**config.mk**
```make
export PLATFORM = sky130hd
export DESIGN_NAME = blur_filter_top
export DESIGN_NICKNAME = d
export VERILOG_FILES = /design/src/logic/blur_cfg_pkg.sv /design/src/logic/video_pkg.sv /design/src/logic/blur_csr.sv /design/src/logic/blur_filter_top.sv /design/src/logic/blur_mac.sv /design/src/logic/blur_normalize.sv /design/src/logic/pixel_window.sv
export SDC_FILE = /design/constraint.sdc
export NUM_CORES = 2
export LEC_CHECK = 0
export ABC_AREA = 1
export BUFFER_PORTS_ARGS = -buffer_cell sky130_fd_sc_hd__buf_2
export CORE_UTILIZATION = 50
export CTS_CLUSTER_DIAMETER = 150
export DETAILED_ROUTE_END_ITERATION = 10
export PLACE_DENSITY = 0.65
export SYNTH_ARGS = -nofsm -noshare
export SYNTH_HDL_FRONTEND = slang
export SYNTH_SLANG_ARGS = --single-unit
```
**constraint.sdc**
```tcl
create_clock -name clk -period 45 [get_ports clk]
set_input_delay 9 -clock clk [delete_from_list [all_inputs] [get_ports clk]]
set_output_delay 9 -clock clk [all_outputs]
set_load 0.01 [all_outputs]
```
**src/logic/blur_cfg_pkg.sv**
```systemverilog
`default_nettype none

package blur_cfg_pkg;

    // Kernel selection held in REG_CTRL bits 1:0
    typedef enum logic [1:0] {
        KM_BYPASS  = 2'd0,
        KM_3X3     = 2'd1,
        KM_5X5     = 2'd2,
        // Spare encoding that runs the 5x5 kernel
        KM_5X5_ALT = 2'd3
    } kernel_mode_e;

    typedef enum logic [1:0] {
        REG_CTRL   = 2'd0,
        REG_FRAMES = 2'd1
    } reg_addr_e;

    // Wishbone classic request from the host
    typedef struct packed {
        logic        cyc;
        logic        stb;
        logic        we;
        logic [1:0]  adr;
        logic [15:0] dat_w;
    } wb_req_t;

    typedef struct packed {
        logic        ack;
        logic [15:0] dat_r;
    } wb_rsp_t;

endpackage

`default_nettype wire

```
**src/logic/video_pkg.sv**
```systemverilog
`default_nettype none

package video_pkg;

    import blur_cfg_pkg::*;

    typedef logic [3:0] channel_t;

    // RGB444 with red in the top bits
    typedef struct packed {
        channel_t red;
        channel_t green;
        channel_t blue;
    } pixel_t;

    typedef struct packed {
        pixel_t data;
        logic   sop;
        logic   eop;
    } stream_beat_t;

    // Tap [0][0] is the oldest sample, tap [4][4] the newest
    typedef struct packed {
        logic                   valid;
        kernel_mode_e           mode;
        logic                   sop;
        logic                   eop;
        pixel_t [0:4][0:4]      taps;
    } window_beat_t;

    typedef logic [9:0] chan_sum_t;

    // Sum index 2 is red, 1 green, 0 blue
    typedef struct packed {
        logic                   valid;
        kernel_mode_e           mode;
        logic                   sop;
        logic                   eop;
        chan_sum_t [2:0]        sum;
        pixel_t                 newest;
    } sum_beat_t;

endpackage

`default_nettype wire

```
**src/logic/blur_csr.sv**
```systemverilog
`timescale 1ns/1ps
`default_nettype none

module blur_csr (
    input  wire                          clk,
    input  wire                          rst_n,
    input  wire  blur_cfg_pkg::wb_req_t  wb_req,
    output blur_cfg_pkg::wb_rsp_t        wb_rsp,
    input  wire                          frame_done,
    output blur_cfg_pkg::kernel_mode_e   mode
);

    import blur_cfg_pkg::*;

    logic        req_hit;
    logic [15:0] frame_count;
    logic [15:0] rd_data;

    // New request while no ack is outstanding
    assign req_hit = wb_req.cyc && wb_req.stb && !wb_rsp.ack;

    always_comb begin
        case (reg_addr_e'(wb_req.adr))
            REG_CTRL:   rd_data = {14'd0, mode};
            REG_FRAMES: rd_data = frame_count;
            default:    rd_data = '0;
        endcase
    end

    always_ff @(posedge clk) begin
        if (!rst_n) begin
            wb_rsp.ack  <= 1'b0;
            mode        <= KM_BYPASS;
            frame_count <= '0;
        end else begin
            // Ack lasts one cycle and the host drops stb once it sees it
            wb_rsp.ack <= req_hit;
            if (req_hit && !wb_req.we) begin
                wb_rsp.dat_r <= rd_data;
            end
            // Mode lands on the ack edge, so the next accepted beat sees it
            if (req_hit && wb_req.we && wb_req.adr == REG_CTRL) begin
                mode <= kernel_mode_e'(wb_req.dat_w[1:0]);
            end
            if (frame_done) begin
                frame_count <= frame_count + 16'd1;
            end
        end
    end

endmodule

`default_nettype wire

```
**src/logic/blur_filter_top.sv**
```systemverilog
`timescale 1ns/1ps
`default_nettype none

module blur_filter_top #(
    parameter int IMG_WIDTH = 16
) (
    input  wire                          clk,
    input  wire                          rst_n,
    input  wire                          in_valid,
    output logic                         in_ready,
    input  wire  video_pkg::stream_beat_t in_beat,
    output logic                         out_valid,
    input  wire                          out_ready,
    output video_pkg::stream_beat_t      out_beat,
    input  wire  blur_cfg_pkg::wb_req_t  wb_req,
    output blur_cfg_pkg::wb_rsp_t        wb_rsp
);

    import blur_cfg_pkg::*;
    import video_pkg::*;

    kernel_mode_e mode;
    window_beat_t window;
    sum_beat_t    sums;
    logic         advance;
    logic         frame_done;

    // Whole pipeline moves together and an empty output slot never blocks it
    assign advance    = out_ready || !out_valid;
    assign in_ready   = advance;
    assign frame_done = out_valid && out_ready && out_beat.eop;

    blur_csr u_csr (
        .clk        (clk),
        .rst_n      (rst_n),
        .wb_req     (wb_req),
        .wb_rsp     (wb_rsp),
        .frame_done (frame_done),
        .mode       (mode)
    );

    pixel_window #(
        .IMG_WIDTH (IMG_WIDTH)
    ) u_window (
        .clk      (clk),
        .rst_n    (rst_n),
        .advance  (advance),
        .in_valid (in_valid),
        .in_beat  (in_beat),
        .mode     (mode),
        .window   (window)
    );

    blur_mac u_mac (
        .clk     (clk),
        .rst_n   (rst_n),
        .advance (advance),
        .window  (window),
        .sums    (sums)
    );

    blur_normalize u_norm (
        .clk       (clk),
        .rst_n     (rst_n),
        .advance   (advance),
        .sums      (sums),
        .out_valid (out_valid),
        .out_beat  (out_beat)
    );

endmodule

`default_nettype wire

```
**src/logic/blur_mac.sv**
```systemverilog
`timescale 1ns/1ps
`default_nettype none

module blur_mac (
    input  wire                          clk,
    input  wire                          rst_n,
    input  wire                          advance,
    input  wire  video_pkg::window_beat_t window,
    output video_pkg::sum_beat_t         sums
);

    import blur_cfg_pkg::*;
    import video_pkg::*;

    // Row sums peak at 18 * 15 = 270
    typedef logic [8:0] row_sum_t;

    typedef struct packed {
        logic                   valid;
        kernel_mode_e           mode;
        logic                   sop;
        logic                   eop;
        row_sum_t [2:0][4:0]    rows;
        pixel_t                 newest;
    } row_beat_t;

    localparam logic [2:0] WEIGHTS [5][5] = '{
        '{3'd1, 3'd2, 3'd3, 3'd2, 3'd1},
        '{3'd2, 3'd3, 3'd4, 3'd3, 3'd2},
        '{3'd3, 3'd4, 3'd4, 3'd4, 3'd3},
        '{3'd2, 3'd3, 3'd4, 3'd3, 3'd2},
        '{3'd1, 3'd2, 3'd3, 3'd2, 3'd1}
    };

    row_beat_t s1_d;
    row_beat_t s1_q;
    sum_beat_t sum_d;
    logic      narrow;

    assign narrow = (window.mode == KM_3X3);

    // Stage one forms weighted row sums per channel
    always_comb begin : row_sums
        logic [2:0][3:0] pv;
        logic [2:0]      w;
        s1_d.valid  = window.valid;
        s1_d.mode   = window.mode;
        s1_d.sop    = window.sop;
        s1_d.eop    = window.eop;
        s1_d.newest = window.taps[4][4];
        s1_d.rows   = '0;
        for (int r = 0; r < 5; r++) begin
            for (int c = 0; c < 5; c++) begin
                pv = window.taps[r][c];
                // 3x3 keeps the centre of the table only
                if (narrow && (r == 0 || r == 4 || c == 0 || c == 4)) begin
                    w = 3'd0;
                end else begin
                    w = WEIGHTS[r][c];
                end
                for (int ch = 0; ch < 3; ch++) begin
                    s1_d.rows[ch][r] += pv[ch] * w;
                end
            end
        end
    end

    always_ff @(posedge clk) begin
        if (!rst_n) begin
            s1_q.valid <= 1'b0;
        end else if (advance) begin
            s1_q <= s1_d;
        end
    end

    // Stage two folds rows into 10-bit channel totals
    always_comb begin
        sum_d.valid  = s1_q.valid;
        sum_d.mode   = s1_q.mode;
        sum_d.sop    = s1_q.sop;
        sum_d.eop    = s1_q.eop;
        sum_d.newest = s1_q.newest;
        for (int ch = 0; ch < 3; ch++) begin
            sum_d.sum[ch] = '0;
            for (int r = 0; r < 5; r++) begin
                sum_d.sum[ch] += s1_q.rows[ch][r];
            end
        end
    end

    always_ff @(posedge clk) begin
        if (!rst_n) begin
            sums.valid <= 1'b0;
        end else if (advance) begin
            sums <= sum_d;
        end
    end

endmodule

`default_nettype wire

```
**src/logic/blur_normalize.sv**
```systemverilog
`timescale 1ns/1ps
`default_nettype none

module blur_normalize (
    input  wire                          clk,
    input  wire                          rst_n,
    input  wire                          advance,
    input  wire  video_pkg::sum_beat_t   sums,
    output logic                         out_valid,
    output video_pkg::stream_beat_t      out_beat
);

    import blur_cfg_pkg::*;
    import video_pkg::*;

    logic [2:0][3:0] narrow_pv;
    logic [2:0][3:0] wide_pv;
    pixel_t          px_d;

    // 3x3 weights sum to 32, 5x5 to 64
    always_comb begin
        for (int ch = 0; ch < 3; ch++) begin
            narrow_pv[ch] = sums.sum[ch][8:5];
            wide_pv[ch]   = sums.sum[ch][9:6];
        end
        case (sums.mode)
            KM_BYPASS: px_d = sums.newest;
            KM_3X3:    px_d = narrow_pv;
            default:   px_d = wide_pv;
        endcase
    end

    // Holds while the sink stalls
    always_ff @(posedge clk) begin
        if (!rst_n) begin
            out_valid <= 1'b0;
        end else if (advance) begin
            out_valid <= sums.valid;
            out_beat  <= '{data: px_d, sop: sums.sop, eop: sums.eop};
        end
    end

endmodule

`default_nettype wire

```
**src/logic/pixel_window.sv**
```systemverilog
`timescale 1ns/1ps
`default_nettype none

module pixel_window #(
    parameter int IMG_WIDTH = 16
) (
    input  wire                          clk,
    input  wire                          rst_n,
    input  wire                          advance,
    input  wire                          in_valid,
    input  wire  video_pkg::stream_beat_t in_beat,
    input  wire  blur_cfg_pkg::kernel_mode_e mode,
    output video_pkg::window_beat_t      window
);

    import video_pkg::*;

    // Stored history plus the incoming sample spans the whole window
    localparam int DEPTH = 4 * IMG_WIDTH + 4;

    pixel_t       line [DEPTH];
    pixel_t       span [DEPTH + 1];
    window_beat_t win_d;
    logic         accept;

    assign accept = advance && in_valid;

    // span[0] is the incoming sample, span[n] the one n beats back
    always_comb begin
        span[0] = in_beat.data;
        for (int i = 0; i < DEPTH; i++) begin
            span[i + 1] = line[i];
        end
    end

    // History moves only on accepted beats
    always_ff @(posedge clk) begin
        if (!rst_n) begin
            for (int i = 0; i < DEPTH; i++) begin
                line[i] <= '0;
            end
        end else if (accept) begin
            for (int i = 0; i < DEPTH; i++) begin
                line[i] <= span[i];
            end
        end
    end

    // Tap (r,c) sits DEPTH - r*W - c beats back
    always_comb begin
        win_d.valid = in_valid;
        win_d.mode  = mode;
        win_d.sop   = in_beat.sop;
        win_d.eop   = in_beat.eop;
        for (int r = 0; r < 5; r++) begin
            for (int c = 0; c < 5; c++) begin
                win_d.taps[r][c] = span[DEPTH - r * IMG_WIDTH - c];
            end
        end
    end

    always_ff @(posedge clk) begin
        if (!rst_n) begin
            window.valid <= 1'b0;
        end else if (advance) begin
            window <= win_d;
        end
    end

endmodule

`default_nettype wire

```
==> flow_summary.toml <==
[clock_tree]
insertion_delay_ns = 0.77
numCtsBuffers = 145
cts_hold_buf = 0
clk_path_buf_depth = 3
root_buffer = "clkbuf_16"
post-cts-setup-buffer-count = 0
clock_sinks = 1349
postCtsResizedCells = 0
cts_tree = "yes"
clk_pin_slew_ns = 0.06
h-tree-depth = 4

[setup_path]
crit_type = "input port to output port"
critPathMaxFanout = 6
r2r_start = "u_window.window[303]"
startpoint = "out_ready"
worstPathRequired_ns = 36.00
worstSetupStartpointType = "input port"
arrival_ns = 9.66
critPathCaptureType = "output port"

[power]
peakVddDrop_mv = 0.104
power_mw = 4.42
pwr-share-clk_pct = 26.0
p_int_mw = 2.92
p_leak_nw = 30.4
powerDensity_nw_per_um2 = 62.9
combPwrFrac_pct = 36.1
power_switching_mw = 1.50
seq_power_share_pct = 37.9
switching_share_pct = 33.9

[place]
place_area_um2 = 65700
routabilityCongestion = 0.808
hpwl_mm = 63.1
dp_slack_ns = 26.32
place_inst = 6874
io_buffers = 57

[min_path]
hold_path_class = "flop to flop"
min_from = "u_window.line[67][9]"

[synthesis]
synth_edf_count = 1326
synth_seq_cells = 1349
netlist_top_cells_area = "edfxtp_1, inv_1, fa_1, ha_1, nor2_1"
synthArstFlopShare_pct = 0
syn_avg_cell_area_um2 = 12.3
synth_top_cell_area_share_pct = 61.8
postSynthCellCount = 5249
yosysSeqAreaShare_pct = 62.5
synth_ff_type = "edfxtp_1"
synth_cell_types = 39
synth_area_um2 = 64500
synth.largest_area_cell = "edfxtp_1"
yosys_warnings = 0
syn_nets = 5915

[flow_run]
drv_cap = 0

[sta]
period_needed_ns = 18.66
relSlewSlack_pct = 25.6
rsz0062_at_grt = "false"
report.final.slew_viol_count = 0
timing.fmax_ghz = 0.0536
post-route-period-util_pct = 41.5
fin_worst_skew_ns = 0.0275
tns_ns = 0
timing.final.ws_setup_ns = 26.34
holdWs_ns = 0.415
setup_violations = 0
hold_viol = 0
tightest_slew_ns = 1.12

[finish]
nNetsFinal = 6025
final_cell_mix = "inv_1, edfxtp_1, nor2_1, ha_1"
stdcell_area_um2 = 70300
stdcell_count = 7135
layout_commonest_cell = "inv_1"
drive_above_1_share_pct = 5.34
post-route-util_pct = 55.0
area_delta_synth_final_pct = 9.03
antenna_cells = 0

[floorplan]
io_pins = 72
rows = 131
coreArea_um2 = 128000
dieArea_um2 = 130000
chipWidth_um = 361
die_y_um = 361
initial_core_util_pct = 50.5

[status]
outcome = "completed"

[global_route]
track_usage_pct = 15.9
grt_pass1_vias = 33400
antenna_found_initial = 2
overflow = 0
grt_pass1_wl_mm = 167
grt_max_degree = 220

[routing]
antenna_left = 0
drtIter0Drc = 2356
totalWireLength_mm = 100
vias = 33000
wl_per_cell_um = 14.0
via_per_inst = 4.62
drc = 0
dr.pass1.iters = 6
[worst paths after layout]
path,slack (ns),depth (start not counted),end
max,26.34,4,in_ready
min,0.41,0,u_window.window[297]
max reg2reg,39.16,20,u_mac.s1_q[82]
min reg2reg,0.41,0,u_window.window[297]
[synth_stat cells, types with 30 or more instances]
cell,instances
nor2_1,1031
ha_1,366
buf_8,71
nand2_1,262
o21ai_0,30
fa_1,261
edfxtp_1,1326
a21oi_1,107
xnor2_1,40
nand3_1,64
xor2_1,77
inv_1,1457
[registers in the layout, indices dropped and copies added, names as in the netlist]
signal,flops
u_window.line,816
u_window.window,305
u_mac.s1_q,146
u_mac.sums,32
u_csr.wb_rsp,17
u_csr.frame_count,16
u_norm.out_beat,14
u_csr.mode,2
u_norm.out_valid,1
[layout make-up]
type / instances / area (µm²)
Inverter: 1460 / 5480
Clock buffer: 189 / 3850
Clock inverter: 72 / 728
Multi-Input combinational cell: 2324 / 17300
Fill cell: 10600 / 57400
Timing Repair Buffer: 79 / 526
Sequential cell: 1349 / 40300
Tap cell: 1662 / 2080
[worst max-delay path, stage by stage]
cell    delay, ns
buf_2        0.13
nor2_4       0.23
inv_1        0.13
buf_2        0.16
[routing by layer]
layer	global-route usage, %	share of wire [%]	vias up
li1	-	-	16500
met1	23.5	50	15900
met2	24.1	44	424
met3	2.88	3.7	133
met4	4.69	1.9	0
met5	0	0	-
[power groups by stage]
stage          logic (mW)  clock network, mW  registers (mW)
2_1_floorplan        1.23                  0            1.72
3_3_place_gp         1.56                  0            1.70
3_5_place_dp         1.60                  0            1.70
4_1_cts              1.62               1.18            1.68
5_1_grt              1.85               1.23            1.69
6_report             1.59               1.15            1.68
[logic make-up (layout without fill, tap and decap cells)]
kind of cell,after synthesis,count (layout),share of synthesized area [%]
XOR/XNOR,117,117,1.59
AO/OA/AOI/OAI,191,191,1.67
adder cells (fa/ha/maj),627,627,15.2
flip-flops,1349,1349,62.5
AND/OR/NAND/NOR,1389,1389,8.39
buffers and inverters,1576,1800,10.7
Power figures use the tool's default switching activity.
